<file path="src/lspPkg.sv">
package lspPkg;

	////////////////////
	// Data types
	////////////////////

	typedef logic [10:0] memAddrT;
	typedef logic [31:0] memDataT;
	typedef logic signed [15:0] lspWordT;
	typedef logic signed [31:0] lspAccT;
	typedef logic modeIndexT;

	localparam int MEM_WORDS = 2048;
	localparam int DEFAULT_LSP_ORDER = 10;

	////////////////////
	// Scratch memory map
	////////////////////

	localparam memAddrT TARGET_BASE = 11'd0;
	localparam memAddrT QUANT_BASE0 = 11'd16;
	localparam memAddrT QUANT_BASE1 = 11'd32;
	localparam memAddrT WEGT_BASE = 11'd48;
	// Even address holds mode 0, the odd one mode 1
	localparam memAddrT TDIST_BASE = 11'd64;
	localparam memAddrT MODE_INDEX_ADDR = 11'd66;

	////////////////////
	// State machines
	////////////////////

	typedef enum logic [2:0] {
		ctrlIdle, ctrlDist0, ctrlDist1, ctrlSelect, ctrlFinish
	} ctrlStateT;

	typedef enum logic [2:0] {
		tdistIdle, tdistReadTarget, tdistReadQuant, tdistReadWeight, tdistAccumulate, tdistStore
	} tdistStateT;

	typedef enum logic [1:0] {
		selIdle, selClearMode, selReadFirst, selCompare
	} selectStateT;

endpackage

</file>
<file path="src/lspArith.sv">
`timescale 1ns/10ps

module lspArith (
	input lspPkg::lspWordT subInA,
	input lspPkg::lspWordT subInB,
	input lspPkg::lspWordT multA,
	input lspPkg::lspWordT multB,
	input lspPkg::lspAccT macAcc,
	input lspPkg::lspWordT macA,
	input lspPkg::lspWordT macB,
	input lspPkg::lspAccT subA,
	input lspPkg::lspAccT subB,
	output lspPkg::lspWordT subOut16,
	output lspPkg::lspWordT multOut,
	output lspPkg::lspAccT macOut,
	output lspPkg::lspAccT subOut
);

	function automatic lspPkg::lspWordT sat16(input logic signed [16:0] value);
		if (value > 17'sd32767)
			return 16'sh7fff;
		if (value < -17'sd32768)
			return 16'sh8000;
		return value[15:0];
	endfunction

	function automatic lspPkg::lspAccT sat32(input logic signed [32:0] value);
		if (value > 33'sd2147483647)
			return 32'sh7fffffff;
		if (value < -33'sd2147483648)
			return 32'sh80000000;
		return value[31:0];
	endfunction

	logic signed [16:0] subWide;
	logic signed [31:0] multProduct;
	logic signed [31:0] multShifted;
	logic signed [31:0] macProduct;
	logic signed [31:0] lMult;
	logic signed [32:0] macSum;
	logic signed [32:0] subWide32;

	// sub
	assign subWide = {subInA[15], subInA} - {subInB[15], subInB};
	assign subOut16 = sat16(subWide);

	// mult, Q15 product with floor shift
	assign multProduct = multA * multB;
	assign multShifted = multProduct >>> 15;
	assign multOut = sat16(multShifted[16:0]);

	// L_mult saturates on -1 * -1 before the add
	assign macProduct = macA * macB;
	assign lMult = (macProduct == 32'sh40000000) ? 32'sh7fffffff : (macProduct <<< 1);
	assign macSum = {macAcc[31], macAcc} + {lMult[31], lMult};
	assign macOut = sat32(macSum);

	// L_sub
	assign subWide32 = {subA[31], subA} - {subB[31], subB};
	assign subOut = sat32(subWide32);

endmodule

</file>
<file path="config.mk">
export PLATFORM = sky130hd
export DESIGN_NAME = lspArith
export DESIGN_NICKNAME = d
export VERILOG_FILES = /design/src/lspPkg.sv /design/src/lspArith.sv
export SDC_FILE = /design/constraint.sdc
export NUM_CORES = 2
export LEC_CHECK = 0
export BUFFER_PORTS_ARGS = -buffer_cell sky130_fd_sc_hd__buf_4
export CAP_MARGIN = 20
export CORE_UTILIZATION = 40
export DETAILED_ROUTE_END_ITERATION = 10
export GPL_TIMING_DRIVEN = 0
export PLACE_DENSITY = 0.63
export SETUP_SLACK_MARGIN = 0.02
export SYNTH_ARGS = -nofsm -noshare
export SYNTH_HDL_FRONTEND = slang
export SYNTH_SLANG_ARGS = --single-unit
</file>
<file path="constraint.sdc">
create_clock -name vclk -period 31.9
set_input_delay 6.38 -clock vclk [all_inputs]
set_output_delay 6.38 -clock vclk [all_outputs]
set_load 0.02 [all_outputs]
</file>
==> flow_summary.toml <==
[layout]
ff_latch_area_um2 = 0
seq_cell_count = 0
drive_above_1_share_pct = 10.0
antenna_cells = 0
areaGrowthSynthToFinish_pct = 13.0
clock_buffers = 0
fillers = 5933
nNetsFinal = 4065

[global_routing]
overflow = 0
grt_use_total_pct = 22.1
grt_pass1_wl_um = 108000
grt_pass1_vias = 20498
grt_start_max_net_pins = 13
grt_antenna_before_repair = 0

[critical_path]
cp_slowest_cell = "fa_1"
startpoint_type = "primary input"
worst-setup-path-type = "primary input to primary output"
crit_path_max_fanout = 10
end_kind = "primary output"
critPathLaunch = "macB[7]"
critPathMostFrequentCell = "fa_1"
crit_required_ps = 25520
critical_path.max_stage_delay_ps = 570
critPathArrivalTime_ps = 17370

[timing]
fin_tns_setup_ps = 0
relSlewSlack_pct = 27.2
tightest_slew_ps = 1090
setup_viol = 0
fmax_mhz = 42.1
slew_violations = 0
rsz0062_at_grt = "false"
finalCritPeriodShare_pct = 74.5
min_period_ps = 23750
hold_violations = 0
holdWs_ps = 13160

[synth]
yosys_warnings = 0
synth_fp_nets = 3775
synth_top_area_share_pct = 43.7
synth_area_leader_cell = "fa_1"
yosysMostFrequentCell = "inv_1"
seq_area_frac_synth_pct = 0
avgSynthCellArea_um2 = 8.55
postSynthCellCount = 2816
synth_area_um2 = 24100
ys_top_cells_by_area = "fa_1, ha_1, inv_1, and2_1, nand2_1"
synth_commonest_cells = "inv_1, fa_1, nand2_1, ha_1, and2_1"
ys_types = 69

[drt]
wl_um = 64600
initialDrtViolationCount = 836
routedWlPerCell_um = 16.7
post-route-drc-count = 3
final_antenna_net_count = 0
firstDrtPassIters = 8
viasPerCell = 5.01
vias = 19419

[die]
core-area_um2 = 59200
die_x_um = 247
die-area_um2 = 61200
die_h_um = 247
start_util_pct = 40.7
ioPinCount = 288
std_cell_rows = 89

[clocking]
holdBufCountCts = 0
ctsResizeCount = 0
cts_setup_buffers = 0

[run_status]
violations = "design-rule violations"
outcome = "complete, but fails checks"

[placed_design]
io_buffers = 288
dp_hpwl_um = 57000
gp_congestion = 0.909

[run]
drv_cap = 0

[min_path]
hp-start = "subInB[0]"
hold_path_class = "primary input to primary output"
whs_path_depth = 4
## critical path, delay by kind of cell
| kind | cells | cell delay (ps) |
|---|---|---|
| AOI/OAI and AO/OA | 14 | 3980 |
| and+or+nand+nor | 7 | 1540 |
| buffers and inverters | 9 | 1790 |
| adders and majority gates | 8 | 3690 |
## final timing paths
kind / endpoint / slack (ps)
worst max-delay path: macOut[12] / 8150
worst min-delay path: subOut16[0] / 13160
## layout by cell type, fill, tap and decap left out, types with 4 or more instances in the layout
cell,n
a211o_1,4
a211oi_1,16
a21boi_0,20
a21o_1,46
a21oi_1,123
a311oi_1,4
a31oi_1,8
and2_1,220
and3_1,13
and4_1,4
buf_2,6
buf_4,289
clkbuf_1,90
fa_1,526
ha_1,241
inv_1,599
maj3_1,15
nand2_1,322
nand2b_1,35
nand3_1,32
nand4_1,12
nor2_1,64
nor2b_1,21
nor3_1,18
nor4_1,5
nor4b_1,5
o2111ai_1,4
o211ai_1,10
o21a_1,16
o21ai_0,74
o21ai_1,42
o21bai_1,21
o31ai_1,6
o41ai_1,5
or2_2,5
xnor2_1,83
xor2_1,45
## through the flow
stage,setup WS [ps],util (%),area [um2],std cells
detailed placement,8290,45.9,27200,3877
global placement,8280,45.9,27200,3877
CTS,8240,45.9,27200,3877
finish,8150,45.9,27200,3877
floorplan,10080,-,24100,2816
global route,7420,45.9,27200,3877
## routing by layer
metal | GRT usage (%) | routed length [um] | vias up
met2 | 36.7 | 30000 | 500
li1 | - | - | 9333
met3 | 2.82 | 3690 | 66
met4 | 3.70 | 1320 | 0
met1 | 31.0 | 29500 | 9520
met5 | 0 | 0 | -
## cells by family after synthesis
family	Yosys count	share of synthesized area (%)
AO/OA/AOI/OAI	436	11.5
XOR/XNOR	128	4.65
adder cells (fa/ha/maj)	782	56.9
buffers and inverters	696	10.9
multiplexers	3	0.125
AND/OR/NAND/NOR	771	15.9
## cell type report
type	count	area [um2]	share of cell area [%]
multi-input combinational	2120	21500	78.9
inverter	599	2250	8.26
timing repair buffer	288	2160	7.94
tap	773	967	3.55
buffer	97	375	1.38
Power is left out: the tool's default activity adds up to more than one toggle a clock period on the data nets, which glitch-free logic cannot reach.
