--- src/lspPkg.sv ---
package lspPkg;

	////////////////////
	// Data types
	////////////////////

	typedef logic [10:0] memAddrT;
	typedef logic [31:0] memDataT;
	typedef logic signed [15:0] lspWordT;
	typedef logic signed [31:0] lspAccT;
	typedef logic modeIndexT;

	localparam int MEM_WORDS = 2048;
	localparam int DEFAULT_LSP_ORDER = 10;

	////////////////////
	// Scratch memory map
	////////////////////

	localparam memAddrT TARGET_BASE = 11'd0;
	localparam memAddrT QUANT_BASE0 = 11'd16;
	localparam memAddrT QUANT_BASE1 = 11'd32;
	localparam memAddrT WEGT_BASE = 11'd48;
	// Even address holds mode 0, the odd one mode 1
	localparam memAddrT TDIST_BASE = 11'd64;
	localparam memAddrT MODE_INDEX_ADDR = 11'd66;

	////////////////////
	// State machines
	////////////////////

	typedef enum logic [2:0] {
		ctrlIdle, ctrlDist0, ctrlDist1, ctrlSelect, ctrlFinish
	} ctrlStateT;

	typedef enum logic [2:0] {
		tdistIdle, tdistReadTarget, tdistReadQuant, tdistReadWeight, tdistAccumulate, tdistStore
	} tdistStateT;

	typedef enum logic [1:0] {
		selIdle, selClearMode, selReadFirst, selCompare
	} selectStateT;

endpackage

--- src/lspMemBus.sv ---
`timescale 1ns/10ps

// One read port and one write port of the scratch memory
interface lspMemBus;
	lspPkg::memAddrT readAddr;
	lspPkg::memDataT readData;
	lspPkg::memAddrT writeAddr;
	lspPkg::memDataT writeData;
	logic writeEn;

	// Engines and the arbiter output side
	modport master (
		output readAddr,
		output writeAddr,
		output writeData,
		output writeEn,
		input readData
	);

	// Memory side, read data one cycle after the address
	modport slave (
		input readAddr,
		input writeAddr,
		input writeData,
		input writeEn,
		output readData
	);
endinterface

--- src/lastSelect.sv ---
`timescale 1ns/10ps

module lastSelect (
	input logic clk,
	input logic reset,
	input logic start,
	input lspPkg::lspAccT subOut,
	output logic done,
	lspMemBus.master mem,
	output lspPkg::lspAccT subA,
	output lspPkg::lspAccT subB
);

	lspPkg::selectStateT state;
	lspPkg::lspAccT firstTdist;

	always_ff @(posedge clk)
	begin
		if (reset)
			state <= lspPkg::selIdle;
		else
		begin
			case (state)
				lspPkg::selIdle:
					if (start)
						state <= lspPkg::selClearMode;
				lspPkg::selClearMode: state <= lspPkg::selReadFirst;
				lspPkg::selReadFirst: state <= lspPkg::selCompare;
				default: state <= lspPkg::selIdle;
			endcase
		end
	end

	// Mode 0 distortion held for the compare
	always_ff @(posedge clk)
	begin
		if (state == lspPkg::selReadFirst)
			firstTdist <= mem.readData;
	end

	always_comb
	begin
		mem.readAddr = '0;
		mem.writeAddr = '0;
		mem.writeData = '0;
		mem.writeEn = 1'b0;
		done = 1'b0;
		subA = '0;
		subB = '0;
		case (state)
			lspPkg::selClearMode:
			begin
				// Index defaults to mode 0
				mem.writeAddr = lspPkg::MODE_INDEX_ADDR;
				mem.writeEn = 1'b1;
				mem.readAddr = {lspPkg::TDIST_BASE[10:1], 1'b0};
			end
			lspPkg::selReadFirst: mem.readAddr = {lspPkg::TDIST_BASE[10:1], 1'b1};
			lspPkg::selCompare:
			begin
				subA = mem.readData;
				subB = firstTdist;
				// Negative tdist[1] - tdist[0] means mode 1 wins, a tie keeps 0
				if (subOut[31])
				begin
					mem.writeAddr = lspPkg::MODE_INDEX_ADDR;
					mem.writeData = 32'd1;
					mem.writeEn = 1'b1;
				end
				done = 1'b1;
			end
			default: ;
		endcase
	end

endmodule

--- src/flat_wrapper.sv ---
// flat-port wrapper written by rule: the top's interface ports become plain ports
module lastSelect_flat 
  (clk, reset, start, subOut, done, subA, subB, mem_readAddr, mem_writeAddr, mem_writeData, mem_writeEn, mem_readData);
  lspMemBus mem_i ();
  input logic clk;
  input logic reset;
  input logic start;
  input lspPkg::lspAccT subOut;
  output logic done;
  output lspPkg::lspAccT subA;
  output lspPkg::lspAccT subB;
  output wire logic [$bits(mem_i.readAddr)-1:0] mem_readAddr;
  output wire logic [$bits(mem_i.writeAddr)-1:0] mem_writeAddr;
  output wire logic [$bits(mem_i.writeData)-1:0] mem_writeData;
  output wire logic [$bits(mem_i.writeEn)-1:0] mem_writeEn;
  input wire logic [$bits(mem_i.readData)-1:0] mem_readData;
  assign mem_readAddr = mem_i.readAddr;
  assign mem_writeAddr = mem_i.writeAddr;
  assign mem_writeData = mem_i.writeData;
  assign mem_writeEn = mem_i.writeEn;
  assign mem_i.readData = mem_readData;
  lastSelect u_core (.clk(clk), .reset(reset), .start(start), .subOut(subOut), .done(done), .mem(mem_i), .subA(subA), .subB(subB));
endmodule
--- config.mk ---
export PLATFORM = sky130hd
export DESIGN_NAME = lastSelect_flat
export DESIGN_NICKNAME = d
export VERILOG_FILES = /design/src/lspPkg.sv /design/src/lspMemBus.sv /design/src/lastSelect.sv /design/src/flat_wrapper.sv
export SDC_FILE = /design/constraint.sdc
export NUM_CORES = 1
export LEC_CHECK = 0
export BUFFER_PORTS_ARGS = -buffer_cell sky130_fd_sc_hd__buf_2
export CELL_PAD_IN_SITES_DETAIL_PLACEMENT = 1
export CELL_PAD_IN_SITES_GLOBAL_PLACEMENT = 1
export CORE_MARGIN = 10
export CORE_UTILIZATION = 23
export DETAILED_ROUTE_END_ITERATION = 7
export PLACE_DENSITY_LB_ADDON = 0.25
export SLEW_MARGIN = 20
export SYNTH_ARGS = -nofsm -noshare
export SYNTH_HDL_FRONTEND = slang
export SYNTH_SLANG_ARGS = --single-unit
--- constraint.sdc ---
create_clock -name clk -period 1.9 [get_ports clk]
set_input_delay 0.38 -clock clk [delete_from_list [all_inputs] [get_ports clk]]
set_output_delay 0.38 -clock clk [all_outputs]
set_load 0.1 [all_outputs]
==> reports/qor.yml <==
synthTopCellsByArea: "edfxtp_1 (49%), and2_1 (21%), buf_4 (20%)"
ios: 187
multi_input_area_um2: 817.0
core_area_um2: 8258
place.gp.congestion: 0.6439
fin_worst_skew_ns: 0.003857
synth_seq_cells: 34
port_buffers: 106
leakage_uw: 0.001586
synth_edf_count: 32
wl_per_cell_um: 15.76
track_usage_pct: 8.861
cap_violations: 0
cts-root-buf: "clkbuf_8"
grt-ovfl-total: 0
die_x_um: 112.4
hp-class: "in2reg"
start_kind: "flop"
status: "complete, no violations"
period_share_pct: 96.47
hold_violations: 0
regArea_um2: 1006
yosysWarnings: 0
path_max_fanout: 6
cts_tree: "yes"
rows: 33
p_int_uw: 1635
cp.required_ns: 1.52
drt.antenna.violating_nets: 0
drive_gt1_share_pct: 66.20
final-setup-viol-count: 0
insertedDiodeCount: 0
p_comb_share_pct: 53.9
synth_seq_area_share_pct: 51.02
synth_ff_type: "edfxtp_1"
crit_end: "mem_writeEn"
fillers: 886
synth_area_leader_cell: "edfxtp_1"
grt_max_degree: 42
setup_slack_ns: 0.06706
ctsHoldBuffers: 0
pwr_density_cell_nw_per_um2: 871.1
endpoint_kind: "primary output"
hpwl_um: 5094
syn_to_final_growth_pct: 88.97
yosysMostFrequentCell: "and2_1"
clk_latency_ns: 0.28
r2r_slack_ns: 0.58
clk_path_buf_depth: 2
fmax_ghz: 0.5456
ys_types: 17
synthTopCellsByCount: "and2_1 (65), buf_4 (51), edfxtp_1 (32)"
routed_wl_um: 6130
p_total_uw: 3229
syn_area_um2: 1962
drt_iter0_drc: 29
start_util_pct: 23.76
vias: 1438
numCtsBuffers: 5
async_flop_share_pct: 0
clk_pin_slew_worst_paths_ns: 0.07
worstSetupPathType: "reg2out"
final_max_slew_viol_count: 0
switching_share_pct: 49.36
post_drt_via_cell_ratio: 3.697
die-area_um2: 12620
drtPass1Iterations: 4
antenna_found_initial: 0
clkPwrFrac_pct: 16.0
cp_data_arrival_time_ns: 1.45
regToRegStartpoint: "u_core.state[0]"
cts_sinks: 34
p_seq_share_pct: 30.0
grt_pass1_wl_um: 8914
worstHoldStart: "reset"
syn_avg_cell_area_um2: 11.28
place_ws_ns: 0.3210
layout_min_cycle_time_ns: 1.833
setup.worst_path.start: "u_core.state[1]"
power.switching_uw: 1594
rsz0062_at_grt: "true"
synth_cells: 174
ctsHtreeMaxLevel: 2
grt_pass1_vias: 1553
fin_nets: 356
reg2reg_to: "u_core.state[0]"
reg2reg_depth: 4
die_y_um: 112.4
ir_drop_mv: 0.6029
route.detailed.drc: 0
synth_top_area_share_pct: 48.98
-- timing repair --
| item | in CTS | in global routing |
|---|---|---|
| endpoints found under the setup margin | 0 | 52 |
| gates resized for setup | 0 | 2 |
| buffers inserted | 0 | 1 |
-- stage by stage --
stage / hold slack (ns) / area [um2] / setup TNS [ns] / cells / utilization [%]
after floorplan: 0.4417 / 2276 / -0.7301 / 222 / -
after global placement: 0.5489 / 3586 / 0 / 379 / 43.42
after detailed placement: 0.5594 / 3586 / 0 / 379 / 43.42
after CTS: 0.2541 / 3667 / 0 / 387 / 44.41
after global routing: 0.2534 / 3707 / 0 / 389 / 44.89
final: 0.2660 / 3707 / 0 / 389 / 44.89
-- cells by family after synthesis --
group	share of synthesized area, %
AO/OA/AOI/OAI	0.6377
AND/OR/NAND/NOR	22.19
other	0.1911
multiplexers	0.5102
adder cells (fa/ha/maj)	3.826
buffers and inverters	21.62
flip-flops	51.02
-- sequential cells by signal (all words and copies together) (netlist names) --
name and count:
u_core.firstTdist 32, u_core.state 2
-- critical path, cell delays in order, from the launching register on --
cell	delay (ns)
dfxtp_4	0.37
ha_4	0.20
and2_4	0.16
or2_4	0.27
buf_12	0.17
-- power by group through the flow --
stage / Combinational (uW) / Sequential, uW / Clock, uW
2_1_floorplan: 1370 / 981 / 0
3_3_place_gp: 1720 / 983 / 0
3_5_place_dp: 1740 / 989 / 0
4_1_cts: 1740 / 973 / 550
5_1_grt: 1800 / 983 / 578
6_report: 1740 / 970 / 518
-- cells in the final DEF (no fill, tap or decap), types with 2 or more instances in the layout --
master	count
ha_1	4
edfxtp_1	32
buf_4	3
conb_1	49
clkbuf_8	5
inv_1	2
buf_2	36
and2_2	64
buf_12	71
-- layer usage --
layer	vias to the layer above	routed length, um	global-route usage, %	share of wire, %
met4	0	27	2.030	0.44
met3	4	831	6.177	14
met1	683	1928	7.794	31
met2	81	3342	16.11	55
li1	670	-	-	-
met5	-	0	0	0
-- area by class of cell --
type	instances	area share [%]
Multi-Input combinational cell	128	22.04
Sequential cell	34	27.13
Clock inverter	2	0.2362
Tap cell	105	3.544
Timing Repair Buffer	112	44.89
Inverter	2	0.2025
Clock buffer	6	1.957
-- worst min path at each step --
stage,cells past startpoint,endpoint,slack (ns)
floorplan,1,u_core.state[0],0.44
global placement,2,u_core.state[1],0.55
detailed placement,2,u_core.state[1],0.56
CTS,2,u_core.state[0],0.25
global route,1,u_core.firstTdist[7],0.25
finish,2,u_core.state[0],0.27
No activity file was read; power rests on OpenSTA's default activity.
