`config.mk`:
```
export PLATFORM = sky130hd
export DESIGN_NAME = tdistCompute_flat
export DESIGN_NICKNAME = d
export VERILOG_FILES = /design/src/lspPkg.sv /design/src/lspMemBus.sv /design/src/tdistCompute.sv /design/src/flat_wrapper.sv
export SDC_FILE = /design/constraint.sdc
export NUM_CORES = 1
export LEC_CHECK = 0
export BUFFER_PORTS_ARGS = -buffer_cell sky130_fd_sc_hd__buf_4
export CAP_MARGIN = 30
export CORE_AREA = 2 2 111 113
export CTS_BUF_LIST = sky130_fd_sc_hd__clkbuf_4
export DETAILED_ROUTE_END_ITERATION = 8
export DIE_AREA = 0 0 113 115
export GPL_TIMING_DRIVEN = 1
export PLACE_DENSITY = 0.67
export REMOVE_ABC_BUFFERS = 1
export SLEW_MARGIN = 20
export SYNTH_ARGS = -nofsm -noshare
export SYNTH_HDL_FRONTEND = slang
export SYNTH_SLANG_ARGS = --single-unit
```
`constraint.sdc`:
```
create_clock -name clk -period 8.9 [get_ports clk]
set_input_delay 1.78 -clock clk [delete_from_list [all_inputs] [get_ports clk]]
set_output_delay 1.78 -clock clk [all_outputs]
set_load 0.1 [all_outputs]
```
`src/lspPkg.sv`:
```
package lspPkg;

	////////////////////
	// Data types
	////////////////////

	typedef logic [10:0] memAddrT;
	typedef logic [31:0] memDataT;
	typedef logic signed [15:0] lspWordT;
	typedef logic signed [31:0] lspAccT;
	typedef logic modeIndexT;

	localparam int MEM_WORDS = 2048;
	localparam int DEFAULT_LSP_ORDER = 10;

	////////////////////
	// Scratch memory map
	////////////////////

	localparam memAddrT TARGET_BASE = 11'd0;
	localparam memAddrT QUANT_BASE0 = 11'd16;
	localparam memAddrT QUANT_BASE1 = 11'd32;
	localparam memAddrT WEGT_BASE = 11'd48;
	// Even address holds mode 0, the odd one mode 1
	localparam memAddrT TDIST_BASE = 11'd64;
	localparam memAddrT MODE_INDEX_ADDR = 11'd66;

	////////////////////
	// State machines
	////////////////////

	typedef enum logic [2:0] {
		ctrlIdle, ctrlDist0, ctrlDist1, ctrlSelect, ctrlFinish
	} ctrlStateT;

	typedef enum logic [2:0] {
		tdistIdle, tdistReadTarget, tdistReadQuant, tdistReadWeight, tdistAccumulate, tdistStore
	} tdistStateT;

	typedef enum logic [1:0] {
		selIdle, selClearMode, selReadFirst, selCompare
	} selectStateT;

endpackage

```
`src/lspMemBus.sv`:
```
`timescale 1ns/10ps

// One read port and one write port of the scratch memory
interface lspMemBus;
	lspPkg::memAddrT readAddr;
	lspPkg::memDataT readData;
	lspPkg::memAddrT writeAddr;
	lspPkg::memDataT writeData;
	logic writeEn;

	// Engines and the arbiter output side
	modport master (
		output readAddr,
		output writeAddr,
		output writeData,
		output writeEn,
		input readData
	);

	// Memory side, read data one cycle after the address
	modport slave (
		input readAddr,
		input writeAddr,
		input writeData,
		input writeEn,
		output readData
	);
endinterface

```
`src/tdistCompute.sv`:
```
`timescale 1ns/10ps

module tdistCompute #(
	parameter int lspOrder = lspPkg::DEFAULT_LSP_ORDER
) (
	input logic clk,
	input logic reset,
	input logic start,
	input lspPkg::modeIndexT mode,
	output logic done,
	lspMemBus.master mem,
	output lspPkg::lspWordT subInA,
	output lspPkg::lspWordT subInB,
	input lspPkg::lspWordT subOut16,
	output lspPkg::lspWordT multA,
	output lspPkg::lspWordT multB,
	input lspPkg::lspWordT multOut,
	output lspPkg::lspAccT macAcc,
	output lspPkg::lspWordT macA,
	output lspPkg::lspWordT macB,
	input lspPkg::lspAccT macOut
);

	localparam int indexWidth = $clog2(lspOrder + 1);
	localparam logic [indexWidth-1:0] lastIndex = indexWidth'(lspOrder - 1);

	lspPkg::tdistStateT state;
	logic [indexWidth-1:0] coefIndex;
	lspPkg::modeIndexT modeReg;
	lspPkg::lspWordT targetReg;
	lspPkg::lspWordT diffReg;
	lspPkg::lspAccT accReg;
	lspPkg::memAddrT quantBase;
	lspPkg::memAddrT coefOffset;

	assign quantBase = modeReg ? lspPkg::QUANT_BASE1 : lspPkg::QUANT_BASE0;
	assign coefOffset = lspPkg::memAddrT'(coefIndex);

	always_ff @(posedge clk)
	begin
		if (reset)
		begin
			state <= lspPkg::tdistIdle;
			coefIndex <= '0;
		end
		else
		begin
			case (state)
				lspPkg::tdistIdle:
					if (start)
					begin
						state <= lspPkg::tdistReadTarget;
						coefIndex <= '0;
					end
				lspPkg::tdistReadTarget: state <= lspPkg::tdistReadQuant;
				lspPkg::tdistReadQuant: state <= lspPkg::tdistReadWeight;
				lspPkg::tdistReadWeight: state <= lspPkg::tdistAccumulate;
				lspPkg::tdistAccumulate:
					if (coefIndex == lastIndex)
						state <= lspPkg::tdistStore;
					else
					begin
						state <= lspPkg::tdistReadTarget;
						coefIndex <= coefIndex + 1'b1;
					end
				default: state <= lspPkg::tdistIdle;
			endcase
		end
	end

	// Datapath registers
	always_ff @(posedge clk)
	begin
		if (state == lspPkg::tdistIdle && start)
		begin
			modeReg <= mode;
			accReg <= '0;
		end
		if (state == lspPkg::tdistReadQuant)
			targetReg <= mem.readData[15:0];
		if (state == lspPkg::tdistReadWeight)
			diffReg <= subOut16;
		if (state == lspPkg::tdistAccumulate)
			accReg <= macOut;
	end

	always_comb
	begin
		mem.readAddr = '0;
		mem.writeAddr = '0;
		mem.writeData = '0;
		mem.writeEn = 1'b0;
		done = 1'b0;
		subInA = '0;
		subInB = '0;
		multA = '0;
		multB = '0;
		macAcc = '0;
		macA = '0;
		macB = '0;
		case (state)
			lspPkg::tdistReadTarget: mem.readAddr = lspPkg::TARGET_BASE + coefOffset;
			lspPkg::tdistReadQuant: mem.readAddr = quantBase + coefOffset;
			lspPkg::tdistReadWeight:
			begin
				mem.readAddr = lspPkg::WEGT_BASE + coefOffset;
				// d = target - quant, quant arrives this cycle
				subInA = targetReg;
				subInB = mem.readData[15:0];
			end
			lspPkg::tdistAccumulate:
			begin
				// acc += mult(weight, d) * d
				multA = mem.readData[15:0];
				multB = diffReg;
				macAcc = accReg;
				macA = multOut;
				macB = diffReg;
			end
			lspPkg::tdistStore:
			begin
				mem.writeAddr = {lspPkg::TDIST_BASE[10:1], modeReg};
				mem.writeData = accReg;
				mem.writeEn = 1'b1;
				done = 1'b1;
			end
			default: ;
		endcase
	end

endmodule

```
`src/flat_wrapper.sv`:
```
// flat-port wrapper written by rule: the top's interface ports become plain ports
module tdistCompute_flat 
#(
	parameter int lspOrder = lspPkg::DEFAULT_LSP_ORDER
)
  (clk, reset, start, mode, done, subInA, subInB, subOut16, multA, multB, multOut, macAcc, macA, macB, macOut, mem_readAddr, mem_writeAddr, mem_writeData, mem_writeEn, mem_readData);
  lspMemBus mem_i ();
  input logic clk;
  input logic reset;
  input logic start;
  input lspPkg::modeIndexT mode;
  output logic done;
  output lspPkg::lspWordT subInA;
  output lspPkg::lspWordT subInB;
  input lspPkg::lspWordT subOut16;
  output lspPkg::lspWordT multA;
  output lspPkg::lspWordT multB;
  input lspPkg::lspWordT multOut;
  output lspPkg::lspAccT macAcc;
  output lspPkg::lspWordT macA;
  output lspPkg::lspWordT macB;
  input lspPkg::lspAccT macOut;
  output wire logic [$bits(mem_i.readAddr)-1:0] mem_readAddr;
  output wire logic [$bits(mem_i.writeAddr)-1:0] mem_writeAddr;
  output wire logic [$bits(mem_i.writeData)-1:0] mem_writeData;
  output wire logic [$bits(mem_i.writeEn)-1:0] mem_writeEn;
  input wire logic [$bits(mem_i.readData)-1:0] mem_readData;
  assign mem_readAddr = mem_i.readAddr;
  assign mem_writeAddr = mem_i.writeAddr;
  assign mem_writeData = mem_i.writeData;
  assign mem_writeEn = mem_i.writeEn;
  assign mem_i.readData = mem_readData;
  tdistCompute #(.lspOrder(lspOrder)) u_core (.clk(clk), .reset(reset), .start(start), .mode(mode), .done(done), .mem(mem_i), .subInA(subInA), .subInB(subInB), .subOut16(subOut16), .multA(multA), .multB(multB), .multOut(multOut), .macAcc(macAcc), .macA(macA), .macB(macB), .macOut(macOut));
endmodule
```
==> metrics <==
Ports approximately 280; Initial Util 32.49%; critical path's top delay family buffers and inverters; # Post-CTS Setup Buffers 0; Critical Path RT slightly above 7 ns; first-pass GRT wire length around 14 mm; Die W 113 µm; CTS Hold Bufs 0; DRC errors left 19; Worst slew margin between 60% and 70%; Routed Antenna Nets 0; Hold Path Class flop to flop; initial antenna violation count 0; synth warn 0; clock root cell clkbuf_4; power share of the combinational group about 25%; # resized after CTS 0; crit start category flop; leading area contributor after synthesis edfxtp_1; library cells used by synthesis 32; Post-synth EDFFs between 60 and 70; P_leak 2.777 nW; final setup fails 0; RD Place Congestion 0.8003; Max IR drop VDD approximately 0.07 mV; Syn Area/Cell around 11 µm²; largest net degree at the start of global routing between 60 and 70; total CTS buffers 9; most common cell in the synthesized netlist and2_1; drt total wl between 9 and 10 mm; PwrDens approximately 140 mW/mm²; total power between 0.8 and 0.9 mW; CTS Buffer Depth 2; Die Ht between 100 and 150 µm; CTS tree built; Layout Nets a little under 700; Core Footprint 0.01181 mm²; Tcrit/Tclk final 46.24%; Layout area overhead 51.97%; Setup crit end kind output port; Cell Chain, Critical Path inv_1 -> nor3b_4 -> buf_6 -> and2_1 -> buf_4; H-tree Lvls 3; Clock Skew 0.01480 ns; buffers and inverters on the worst path 3; DIE AREA approximately 0.013 mm²; Critical Path AT 2.34 ns; FILL cells 1,112; Worst Max-Slew Pin Slew 0.5817 ns; final-report hold violation count 0; vias in the first global route between 2,000 and 3,000; Max FO, Critical Path 29; switch share about a third; worst skew pair latency 0.40 ns; Synth Flop Type edfxtp_1; Site Rows 40; violated checks DRC; Buffers on Ports approximately 250; Post-synth top cells and2_1, edfxtp_1, buf_4; Setup Crit Path Kind flop to output port; Crit path largest cell delay between 0.6 and 0.7 ns; Seq/Total Area, Yosys a little over half; P_int 0.5406 mW; dominant cells by area after synthesis edfxtp_1, and2_1, buf_4; asr flop ratio synth 0%; maxcap violations 0; post-route setup TNS 0 ns; FF+latch count, synth 72; Slew Viols, Final 0; Clk pin slew, worst setup/hold paths around 0.12 ns; All-Layer GR Usage between 10% and 20%; Synth Instances about 350; clock sinks 72; Slowest cell on crit path dfxtp_1; average routed wire per standard cell 13.12 µm; GRT overflow 0; Min Clock Period, post-route roughly 4.1 ns; FMAX between 0.2 and 0.25 GHz; Clk pwr share between 20% and 30%; diode count 0; layout cells sized above 1 between 40 and 50%; post-DP HPWL between 7 and 8 mm; DR pass1 iterations 6; Synth top area share around half; Synth Cell Area between 0.003 and 0.004 mm²; Vias/cell between 4 and 5; status finished with violations; sequential power share about half; RSZ-0062 raised after global routing false; P_sw 0.2845 mW; Initial DRC Count about 120; routed via count about 3,100
## power groups by stage
stage / Clock (mW) / Sequential, mW / Combinational [mW]
2_1_floorplan: 0 / 0.423 / 0.143
3_3_place_gp: 0 / 0.426 / 0.202
3_5_place_dp: 0 / 0.428 / 0.204
4_1_cts: 0.214 / 0.420 / 0.204
5_1_grt: 0.228 / 0.423 / 0.212
6_report: 0.203 / 0.420 / 0.203
## metrics by stage
step	instance area [µm²]	setup slack, ns	util (%)	hold slack [ns]	cells
final	5832	4.784	49.38	0.5272	729
after global routing	5832	4.582	49.38	0.5689	729
after CTS	5821	4.361	49.28	0.5303	728
after detailed placement	5683	4.833	48.11	0.5098	712
after global placement	5683	4.838	48.11	0.5126	712
after floorplan	3551	1.347	-	0.4745	307
## routing by layer
| layer | up-vias | global-route usage (%) | routed length, µm |
|---|---|---|---|
| li1 | 1555 | - | - |
| met1 | 1412 | 15.25 | 3583 |
| met2 | 138 | 25.15 | 5189 |
| met3 | 10 | 3.268 | 700 |
| met4 | 0 | 4.146 | 91 |
| met5 | - | 0 | 0 |
## final cells by class
type | count | area (µm²) | area share [%]
clock buffer | 9 | 67.56 | 1.159
inverter | 3 | 11.26 | 0.1931
multi-input combinational | 232 | 1459 | 25.02
clock inverter | 7 | 70.07 | 1.201
timing repair buffer | 259 | 1948 | 33.40
tap | 147 | 183.9 | 3.154
sequential | 72 | 2092 | 35.87
## cell usage in the layout (no fill, tap or decap), types with 2 or more instances in the layout
master | netlist | final
dfxtp_1 | 7 | 7
clkinvlp_4 | 0 | 2
clkinv_1 | 0 | 2
and2_1 | 179 | 179
buf_4 | 32 | 258
inv_6 | 0 | 2
inv_1 | 3 | 3
nor3b_4 | 1 | 2
ha_1 | 2 | 2
edfxtp_1 | 65 | 65
nand3b_1 | 2 | 2
o41ai_1 | 2 | 2
nor2_1 | 6 | 6
a21oi_1 | 4 | 4
conb_1 | 1 | 14
nor3_1 | 5 | 4
clkbuf_4 | 0 | 9
nor2b_1 | 2 | 2
## path summary, 6_finish.rpt
| kind | to | cells after the start | slack [ns] | from |
|---|---|---|---|---|
| setup reg to reg | u_core.diffReg[1] | 2 | 7.19 | u_core.state[1] |
| hold reg to reg | u_core.coefIndex[1] | 2 | 0.53 | u_core.coefIndex[1] |
| hold / removal | u_core.coefIndex[1] | 2 | 0.53 | u_core.coefIndex[1] |
| setup / recovery | mem_writeData[19] | 5 | 4.78 | u_core.state[0] |
## sequential cells by signal, indices dropped and copies added, names as in the netlist
signal and flops:
u_core.accReg 32, u_core.diffReg 16, u_core.targetReg 16, u_core.coefIndex 4, u_core.modeReg 1, u_core.state 3
## cells by family after synthesis
| group | after synthesis | share of synthesized area (%) |
|---|---|---|
| AOI/OAI and AO/OA | 11 | 2.087 |
| xor gates and xnor gates | 1 | 0.2283 |
| adders and majority gates | 2 | 0.6520 |
| buffers and inverters | 57 | 9.032 |
| DFF | 72 | 54.52 |
| other | 1 | 0.09772 |
| and+or+nand+nor | 204 | 33.39 |
## tightest hold or removal path, delay by kind of cell, from the launching register on
kind            cells  cell delay, ns
flops               1            0.37
compound gates      2            0.13
Power figures use the tool's default switching activity.
