===== config.mk =====
export PLATFORM = sky130hd
export DESIGN_NAME = lspModeSelectCtrl_flat
export DESIGN_NICKNAME = d
export VERILOG_FILES = /design/src/lspPkg.sv /design/src/lspMemBus.sv /design/src/lspModeSelectCtrl.sv /design/src/flat_wrapper.sv
export SDC_FILE = /design/constraint.sdc
export NUM_CORES = 1
export LEC_CHECK = 0
export BUFFER_PORTS_ARGS = -buffer_cell sky130_fd_sc_hd__buf_4
export CAP_MARGIN = 20
export CORE_AREA = 2 2 134 136
export DETAILED_ROUTE_END_ITERATION = 10
export DIE_AREA = 0 0 136 138
export GPL_ROUTABILITY_DRIVEN = 0
export PLACE_DENSITY = 0.43
export SLEW_MARGIN = 20
export SYNTH_ARGS = -nofsm -noshare
export SYNTH_HDL_FRONTEND = slang
export SYNTH_SLANG_ARGS = --single-unit

===== constraint.sdc =====
create_clock -name clk -period 1.6 [get_ports clk]
set_clock_uncertainty 0.1 [all_clocks]
set_input_delay 0.08 -clock clk [delete_from_list [all_inputs] [get_ports clk]]
set_output_delay 0.08 -clock clk [all_outputs]
set_load 0.05 [all_outputs]

===== src/lspPkg.sv =====
package lspPkg;

	////////////////////
	// Data types
	////////////////////

	typedef logic [10:0] memAddrT;
	typedef logic [31:0] memDataT;
	typedef logic signed [15:0] lspWordT;
	typedef logic signed [31:0] lspAccT;
	typedef logic modeIndexT;

	localparam int MEM_WORDS = 2048;
	localparam int DEFAULT_LSP_ORDER = 10;

	////////////////////
	// Scratch memory map
	////////////////////

	localparam memAddrT TARGET_BASE = 11'd0;
	localparam memAddrT QUANT_BASE0 = 11'd16;
	localparam memAddrT QUANT_BASE1 = 11'd32;
	localparam memAddrT WEGT_BASE = 11'd48;
	// Even address holds mode 0, the odd one mode 1
	localparam memAddrT TDIST_BASE = 11'd64;
	localparam memAddrT MODE_INDEX_ADDR = 11'd66;

	////////////////////
	// State machines
	////////////////////

	typedef enum logic [2:0] {
		ctrlIdle, ctrlDist0, ctrlDist1, ctrlSelect, ctrlFinish
	} ctrlStateT;

	typedef enum logic [2:0] {
		tdistIdle, tdistReadTarget, tdistReadQuant, tdistReadWeight, tdistAccumulate, tdistStore
	} tdistStateT;

	typedef enum logic [1:0] {
		selIdle, selClearMode, selReadFirst, selCompare
	} selectStateT;

endpackage


===== src/lspMemBus.sv =====
`timescale 1ns/10ps

// One read port and one write port of the scratch memory
interface lspMemBus;
	lspPkg::memAddrT readAddr;
	lspPkg::memDataT readData;
	lspPkg::memAddrT writeAddr;
	lspPkg::memDataT writeData;
	logic writeEn;

	// Engines and the arbiter output side
	modport master (
		output readAddr,
		output writeAddr,
		output writeData,
		output writeEn,
		input readData
	);

	// Memory side, read data one cycle after the address
	modport slave (
		input readAddr,
		input writeAddr,
		input writeData,
		input writeEn,
		output readData
	);
endinterface


===== src/lspModeSelectCtrl.sv =====
`timescale 1ns/10ps

module lspModeSelectCtrl #(
	parameter int lspOrder = lspPkg::DEFAULT_LSP_ORDER
) (
	input logic clk,
	input logic reset,
	input logic start,
	input logic hostWriteEn,
	input lspPkg::memAddrT hostAddr,
	input lspPkg::memDataT hostWriteData,
	input logic tdistDone,
	input logic selectDone,
	output logic done,
	output logic busy,
	output logic tdistStart,
	output lspPkg::modeIndexT tdistMode,
	output logic selectStart,
	output lspPkg::memDataT hostReadData,
	lspMemBus.slave tdistMem,
	lspMemBus.slave selectMem,
	lspMemBus.master mem
);

	lspPkg::ctrlStateT state;

	assign busy = (state == lspPkg::ctrlDist0) || (state == lspPkg::ctrlDist1)
		|| (state == lspPkg::ctrlSelect);
	assign done = (state == lspPkg::ctrlFinish);

	////////////////////
	// Stage sequencer
	////////////////////

	always_ff @(posedge clk)
	begin
		if (reset)
		begin
			state <= lspPkg::ctrlIdle;
			tdistStart <= 1'b0;
			tdistMode <= 1'b0;
			selectStart <= 1'b0;
		end
		else
		begin
			tdistStart <= 1'b0;
			selectStart <= 1'b0;
			case (state)
				lspPkg::ctrlIdle:
					if (start)
					begin
						state <= lspPkg::ctrlDist0;
						tdistStart <= 1'b1;
						tdistMode <= 1'b0;
					end
				lspPkg::ctrlDist0:
					if (tdistDone)
					begin
						state <= lspPkg::ctrlDist1;
						tdistStart <= 1'b1;
						tdistMode <= 1'b1;
					end
				lspPkg::ctrlDist1:
					if (tdistDone)
					begin
						state <= lspPkg::ctrlSelect;
						selectStart <= 1'b1;
					end
				lspPkg::ctrlSelect:
					if (selectDone)
						state <= lspPkg::ctrlFinish;
				default: state <= lspPkg::ctrlIdle;
			endcase
		end
	end

	////////////////////
	// Memory arbiter
	////////////////////

	always_comb
	begin
		mem.readAddr = hostAddr;
		mem.writeAddr = hostAddr;
		mem.writeData = hostWriteData;
		mem.writeEn = hostWriteEn && !busy;
		case (state)
			lspPkg::ctrlDist0, lspPkg::ctrlDist1:
			begin
				mem.readAddr = tdistMem.readAddr;
				mem.writeAddr = tdistMem.writeAddr;
				mem.writeData = tdistMem.writeData;
				mem.writeEn = tdistMem.writeEn;
			end
			lspPkg::ctrlSelect:
			begin
				mem.readAddr = selectMem.readAddr;
				mem.writeAddr = selectMem.writeAddr;
				mem.writeData = selectMem.writeData;
				mem.writeEn = selectMem.writeEn;
			end
			default: ;
		endcase
	end

	// Read data fans out to every requester
	assign tdistMem.readData = mem.readData;
	assign selectMem.readData = mem.readData;
	assign hostReadData = mem.readData;

endmodule


===== src/flat_wrapper.sv =====
// flat-port wrapper written by rule: the top's interface ports become plain ports
module lspModeSelectCtrl_flat 
#(
	parameter int lspOrder = lspPkg::DEFAULT_LSP_ORDER
)
  (clk, reset, start, hostWriteEn, hostAddr, hostWriteData, tdistDone, selectDone, done, busy, tdistStart, tdistMode, selectStart, hostReadData, tdistMem_readAddr, tdistMem_writeAddr, tdistMem_writeData, tdistMem_writeEn, tdistMem_readData, selectMem_readAddr, selectMem_writeAddr, selectMem_writeData, selectMem_writeEn, selectMem_readData, mem_readAddr, mem_writeAddr, mem_writeData, mem_writeEn, mem_readData);
  lspMemBus tdistMem_i ();
  lspMemBus selectMem_i ();
  lspMemBus mem_i ();
  input logic clk;
  input logic reset;
  input logic start;
  input logic hostWriteEn;
  input lspPkg::memAddrT hostAddr;
  input lspPkg::memDataT hostWriteData;
  input logic tdistDone;
  input logic selectDone;
  output logic done;
  output logic busy;
  output logic tdistStart;
  output lspPkg::modeIndexT tdistMode;
  output logic selectStart;
  output lspPkg::memDataT hostReadData;
  input wire logic [$bits(tdistMem_i.readAddr)-1:0] tdistMem_readAddr;
  input wire logic [$bits(tdistMem_i.writeAddr)-1:0] tdistMem_writeAddr;
  input wire logic [$bits(tdistMem_i.writeData)-1:0] tdistMem_writeData;
  input wire logic [$bits(tdistMem_i.writeEn)-1:0] tdistMem_writeEn;
  output wire logic [$bits(tdistMem_i.readData)-1:0] tdistMem_readData;
  input wire logic [$bits(selectMem_i.readAddr)-1:0] selectMem_readAddr;
  input wire logic [$bits(selectMem_i.writeAddr)-1:0] selectMem_writeAddr;
  input wire logic [$bits(selectMem_i.writeData)-1:0] selectMem_writeData;
  input wire logic [$bits(selectMem_i.writeEn)-1:0] selectMem_writeEn;
  output wire logic [$bits(selectMem_i.readData)-1:0] selectMem_readData;
  output wire logic [$bits(mem_i.readAddr)-1:0] mem_readAddr;
  output wire logic [$bits(mem_i.writeAddr)-1:0] mem_writeAddr;
  output wire logic [$bits(mem_i.writeData)-1:0] mem_writeData;
  output wire logic [$bits(mem_i.writeEn)-1:0] mem_writeEn;
  input wire logic [$bits(mem_i.readData)-1:0] mem_readData;
  assign tdistMem_i.readAddr = tdistMem_readAddr;
  assign tdistMem_i.writeAddr = tdistMem_writeAddr;
  assign tdistMem_i.writeData = tdistMem_writeData;
  assign tdistMem_i.writeEn = tdistMem_writeEn;
  assign tdistMem_readData = tdistMem_i.readData;
  assign selectMem_i.readAddr = selectMem_readAddr;
  assign selectMem_i.writeAddr = selectMem_writeAddr;
  assign selectMem_i.writeData = selectMem_writeData;
  assign selectMem_i.writeEn = selectMem_writeEn;
  assign selectMem_readData = selectMem_i.readData;
  assign mem_readAddr = mem_i.readAddr;
  assign mem_writeAddr = mem_i.writeAddr;
  assign mem_writeData = mem_i.writeData;
  assign mem_writeEn = mem_i.writeEn;
  assign mem_i.readData = mem_readData;
  lspModeSelectCtrl #(.lspOrder(lspOrder)) u_core (.clk(clk), .reset(reset), .start(start), .hostWriteEn(hostWriteEn), .hostAddr(hostAddr), .hostWriteData(hostWriteData), .tdistDone(tdistDone), .selectDone(selectDone), .done(done), .busy(busy), .tdistStart(tdistStart), .tdistMode(tdistMode), .selectStart(selectStart), .hostReadData(hostReadData), .tdistMem(tdistMem_i), .selectMem(selectMem_i), .mem(mem_i));
endmodule

==> results of run 1 <==
## repair_timing
item                                   CTS  global route
pin swaps                                0             1
endpoints found under the hold margin    4             0
hold buffers                             1             0
gates cloned                             0             1
gates resized for setup                 61            31
buffers inserted                         2             0
setup endpoints to repair               55            55
## how the worst max path moves through the flow
stage               startpoint           endpoint  depth (start not counted)
2_1_floorplan  u_core.state[2]    mem_readAddr[9]                          5
3_3_place_gp   u_core.state[2]  mem_writeData[20]                          6
3_5_place_dp   u_core.state[0]    mem_readAddr[2]                          4
4_1_cts        u_core.state[1]   mem_writeAddr[8]                          4
5_1_grt        u_core.state[1]   mem_writeData[8]                          5
6_report       u_core.state[1]  mem_writeData[22]                          4
## through the flow
step                      hold WS, ps  cells
final                            43.8    713
after global routing             45.4    713
after CTS                        42.7    712
after detailed placement         60.7    705
after global placement           60.7    705
after floorplan                  48.9    364
## metal layers
layer / GRT usage (%) / vias to the layer above
met4: 3.51 / 0
met1: 14.0 / 1399
met3: 4.25 / 23
li1: - / 1469
met5: 0 / -
met2: 23.8 / 173
## area by class of cell
type | instances | area, um2 | share of cell area [%]
multi-input combinational | 231 | 2850 | 51.4
timing repair buffer | 243 | 2200 | 39.7
sequential | 6 | 129 | 2.33
clock buffer | 4 | 78.8 | 1.42
tap | 229 | 287 | 5.17
## Yosys cell counts
cell type	number	area share [%]
and4_1	1	0.31
nor4_1	1	0.22
nand2_1	1	0.13
buf_4	102	27
mux2i_1	55	19
nor3b_1	1	0.26
nor2_2	1	0.22
buf_12	3	2.1
nand2b_1	1	0.22
o21ai_0	1	0.18
a2111oi_2	1	0.53
buf_6	4	1.6
and4b_1	1	0.35
dfxtp_1	6	4.2
a221oi_1	43	13
clkbuf_1	10	1.3
nor2_4	1	0.40
nor2b_1	57	13
mux2_2	1	0.40
buf_2	8	1.4
a221oi_2	12	6.3
nand3_1	1	0.18
and3b_1	1	0.31
nor2_1	46	6.1
a2111oi_0	2	0.62
a21oi_1	2	0.35
o21ba_2	1	0.35
## sequential cells by signal, indices dropped and copies added (netlist names)
signal	count
u_core.tdistMode	1
u_core.tdistStart	1
u_core.state	3
u_core.selectStart	1
## worst reg2reg max path, cell delays in order, from the launching register on
cell and delay, ps:
dfxtp_4 410, buf_4 200, mux2_2 360, a2111oi_2 340
## power by group
group          total, mW  internal [mW]  leakage, nW  switching, mW
clock              0.426          0.331       0.0382         0.0942
sequential         0.185          0.165       0.0509         0.0197
combinational       4.36           1.85         2.06           2.52
## cell families (layout without fill, tap and decap cells)
group / Yosys count / in the layout
AO/OA/AOI/OAI: 62 / 62
buffers and inverters: 127 / 247
flip-flops: 6 / 6
multiplexers: 56 / 56
AND/OR/NAND/NOR: 113 / 113
==> flow_summary.yaml, run 1 <==
placement:
  hpwlAfterDp_mm: 10.9
  placed_cell_area_um2: 5070
  port_buffers: 218
  dpl_worst_slack_ps: -24.1
run_status:
  violations: "negative setup slack"
  status: "finished with violations"
logic_synthesis:
  seq_area_frac_synth_pct: 4.22
  synth-simple-area-share_pct: 21.2
  synth.mux.area_fraction_pct: 19.7
  synth-adder-area-share_pct: 0
  synthesis.area_um2: 2850
  ys_types: 27
  ys_warn_count: 0
  synth_top_family_by_area: "buffers and inverters"
  ys_seq_elements: 6
  synth_compound_area_share_pct: 21.6
  syn_inst: 364
  synth_nets: 555
  syn_area_per_cell_um2: 7.82
  synthXorXnorAreaFrac_pct: 0
routing:
  routedWlPerCell_um: 18.4
  top_layer_used: "met4"
  met2_length_mm: 6.71
  wl_met1_mm: 4.70
  vias_per_cell: 4.30
  antenna_left: 0
  wl_met3_mm: 1.52
  totalWireLength_mm: 13.1
  drc: 0
  vias: 3064
  dr.pass1.iters: 4
  first_iter_violations: 58
sta:
  min_period_ps: 1760
  timing.final.hold_violations: 0
  tightest_slew_ps: 345
  fin_crit_sh_pct: 110
  rsz0062_at_grt: "true"
  setup_slack_ps: -163
  maxSlewHeadroom_pct: 76.4
  setup_viol: 55
  slew_violations: 0
  tns_ps: -5930
  fmax_mhz: 567
critical_path:
  regToRegEndpoint: "u_core.state[0]"
  critPathMaxStageDelay_ps: 410
  slowest_stage: "dfxtp_4"
  worst-setup-path-type: "reg2out"
  cp_data_arrival_time_ps: 1580
  path_cells: "buf_6 > mux2i_1 > a221oi_4 > buf_4"
  endpoint_kind: "output port"
  path_buf_inv: 2
  crit_family: "buffers and inverters"
  cp_max_fo: 22
  worstSetupStartpointType: "register"
  timing.rr.start: "u_core.state[1]"
  r2r_cells: 3
  cp_data_required_time_ps: 1420
  r2r_slack_ps: 70
grt:
  grt_pass1_wl_mm: 19.2
  grt_max_degree: 34
  antenna_found_initial: 0
  overflow: 0
  grt_pass1_vias: 3263
  grt_use_total_pct: 12.9
cts:
  cts_sinks: 6
  cts_buffers: 3
  cts_root_buffer: "clkbuf_16"
  clk_latency_ps: 230
  cts_buffer_depth: 2
  clk_pin_slew_ps: 40
  cts_tree: "done"
  htree_levels: 1
final_layout:
  layout_commonest_cell: "buf_4"
  fillCellCount: 1825
  drive_above_1_share_pct: 74.0
  antenna-diode-count: 0
  final_util_pct: 31.6
  mostFrequentLayoutCells: "180 x buf_4, 56 x nor2b_1, 55 x a221oi_4, 46 x buf_6, 32 x mux2i_1"
  syn_to_final_growth_pct: 94.5
  nets: 676
  design_area_um2: 5540
hold_path:
  hold_class: "in2reg"
  holdPathEnd: "u_core.state[2]"
  worstHoldStart: "selectDone"
  whs_path_depth: 2
job:
  maxCapViolCount: 0
floorplanning:
  core_um2: 17500
  die_height_um: 138
  start_util_pct: 16.2
  ios: 347
  rows: 49
  die_area_um2: 18800
  fp.dieW_um: 136
power_and_ir_drop:
  p_leak_nw: 2.15
  power.density_nw_per_um2: 898
  p_total_mw: 4.97
  vdd_drop_max_mv: 0.358
(Power assumes the default switching activity.)
==> run 2: changes to the inputs <==
--- a/config.mk
+++ b/config.mk
@@ -11,7 +11,7 @@
 export DETAILED_ROUTE_END_ITERATION = 10
 export DIE_AREA = 0 0 136 138
 export GPL_ROUTABILITY_DRIVEN = 0
-export PLACE_DENSITY = 0.43
+export PLACE_DENSITY = 0.46
 export SLEW_MARGIN = 20
 export SYNTH_ARGS = -nofsm -noshare
 export SYNTH_HDL_FRONTEND = slang
==> run 2 against run 1 <==
  * The flow still finishes with violations (negative setup slack)
  * Cell area rose by 7.7%
  * Total power rose by 8.7%
  * Setup slack got worse by 17 ps
  * Count of clock-buffer cells in the layout did not move
  * Utilization rose by 2.4 points
  * Fmax fell by 0.98%
  * Critical path depth rose by 2
  * Wire length rose by 13%
  * Sequential share of layout area fell by 0.17 points
  * Register-to-register slack got worse by 90 ps
  * Final cell count rose by 2.8%
  * Largest power group unchanged
  * Highest routed layer unchanged
==> flow_summary.yaml, run 2 (same netlist as run 1, synthesis figures left out) <==
critical_path:
  critPathMaxStageDelay_ps: 400
  crit_family: "buffers and inverters"
  path_buf_inv: 3
  cp_data_required_time_ps: 1420
  endpoint_kind: "output port"
  slowest_stage: "dfxtp_4"
  cp_data_arrival_time_ps: 1600
  crit_cells: 6
  path_cells: "o21ba_4 > buf_12 > buf_6 > nor2_2 > a221oi_4 > buf_6"
  worst-setup-path-type: "reg2out"
  r2r_cells: 4
  cpMostUsedCell: "buf_6"
  cp_max_fo: 18
  worstSetupStartpointType: "register"
cts:
  clk_pin_slew_ps: 40
  cts_sinks: 6
  cts_buffer_depth: 2
  cts_root_buffer: "clkbuf_16"
  cts_tree: "done"
  htree_levels: 1
  clk_latency_ps: 230
  cts_buffers: 3
routing:
  totalWireLength_mm: 14.8
  routedWlPerCell_um: 20.2
  antenna_left: 0
  met2_length_mm: 7.73
  top_layer_used: "met4"
  drc: 0
  first_iter_violations: 72
  vias_per_cell: 4.44
  dr.pass1.iters: 4
  wl_met1_mm: 5.09
  vias: 3256
  wl_met3_mm: 1.51
sta:
  rsz0062_at_grt: "true"
  maxSlewHeadroom_pct: 75.6
  slew_violations: 0
  setup_slack_ps: -180
  setup_viol: 56
  min_period_ps: 1780
  timing.final.hold_violations: 0
  tightest_slew_ps: 356
  fmax_mhz: 562
  fin_crit_sh_pct: 111
job:
  maxCapViolCount: 0
floorplanning:
  core_um2: 17500
  fp.dieW_um: 136
  start_util_pct: 16.2
  die_area_um2: 18800
  die_height_um: 138
  rows: 49
  ios: 347
final_layout:
  antenna-diode-count: 0
  drive_above_1_share_pct: 74.8
  final_util_pct: 34.0
  syn_to_final_growth_pct: 110
  layout_commonest_cell: "buf_4"
  mostFrequentLayoutCells: "172 x buf_4, 65 x buf_6, 55 x nor2b_1, 54 x a221oi_4, 33 x mux2i_1"
  nets: 696
  top_register: "u_core.state"
  largest_reg_flops: 3
hold_path:
  hold_class: "in2reg"
  whs_path_depth: 2
power_and_ir_drop:
  p_leak_nw: 2.35
  power.density_nw_per_um2: 906
  vdd_drop_max_mv: 0.378
placement:
  dpl_worst_slack_ps: -132
  port_buffers: 218
  hpwlAfterDp_mm: 10.9
grt:
  antenna_found_initial: 0
  grt_use_total_pct: 13.8
  grt_pass1_wl_mm: 20.3
  grt_max_degree: 52
  grt_pass1_vias: 3423
  overflow: 0
run_status:
  violations: "negative setup slack"
  status: "finished with violations"
## run 2: report_power, final
| group | switching, mW | internal (mW) | leakage (nW) |
|---|---|---|---|
| clock network | 0.0955 | 0.332 | 0.0382 |
| logic | 2.66 | 2.14 | 2.26 |
| registers | 0.0199 | 0.165 | 0.0509 |
## run 2: worst reg2reg max path, delay by kind of cell, from the launching register on
family	cells	cell delay, ps
flops	1	400
compound gates	1	330
buf+inv	2	310
mux	1	360
## run 2: per-stage QoR
stage	cells	power [mW]	hold WS, ps	setup TNS [ps]	area, um2
after CTS	723	5.20	45.4	-8020	5640
final	733	5.40	50.1	-6460	5970
after floorplan	364	3.79	48.9	-3500	3870
after detailed placement	704	4.20	60.7	-5730	5010
after global routing	733	5.65	60.1	-9790	5970
after global placement	704	4.16	60.7	-3120	5010
## run 2: final timing paths
kind | slack [ps] | startpoint | endpoint
worst max-delay path | -180 | u_core.state[1] | mem_writeData[16]
worst min-delay path | 50 | selectDone | u_core.state[2]
worst max register to register | -20 | u_core.state[1] | u_core.state[0]
worst min register to register | 410 | u_core.tdistMode | u_core.tdistMode
## run 2: metal layers
layer / vias up / GRT usage, %
li1: 1505 / -
met1: 1541 / 14.4
met2: 159 / 25.6
met3: 51 / 4.62
met4: 0 / 4.66
met5: - / 0
## run 2: cell type report
| type | count | area (um2) |
|---|---|---|
| fill | 1810 | 11600 |
| multi-input combinational | 231 | 2860 |
| timing repair buffer | 263 | 2610 |
| tap | 229 | 287 |
| sequential | 6 | 129 |
| clock buffer | 4 | 78.8 |
## run 2: timing repair
item,CTS,global route
resized for setup,92,36
endpoints found under the setup margin,56,56
hold endpoints to repair,4,0
hold buffers,1,0
pin swaps,2,9
buffers inserted,9,2
cloned,5,8
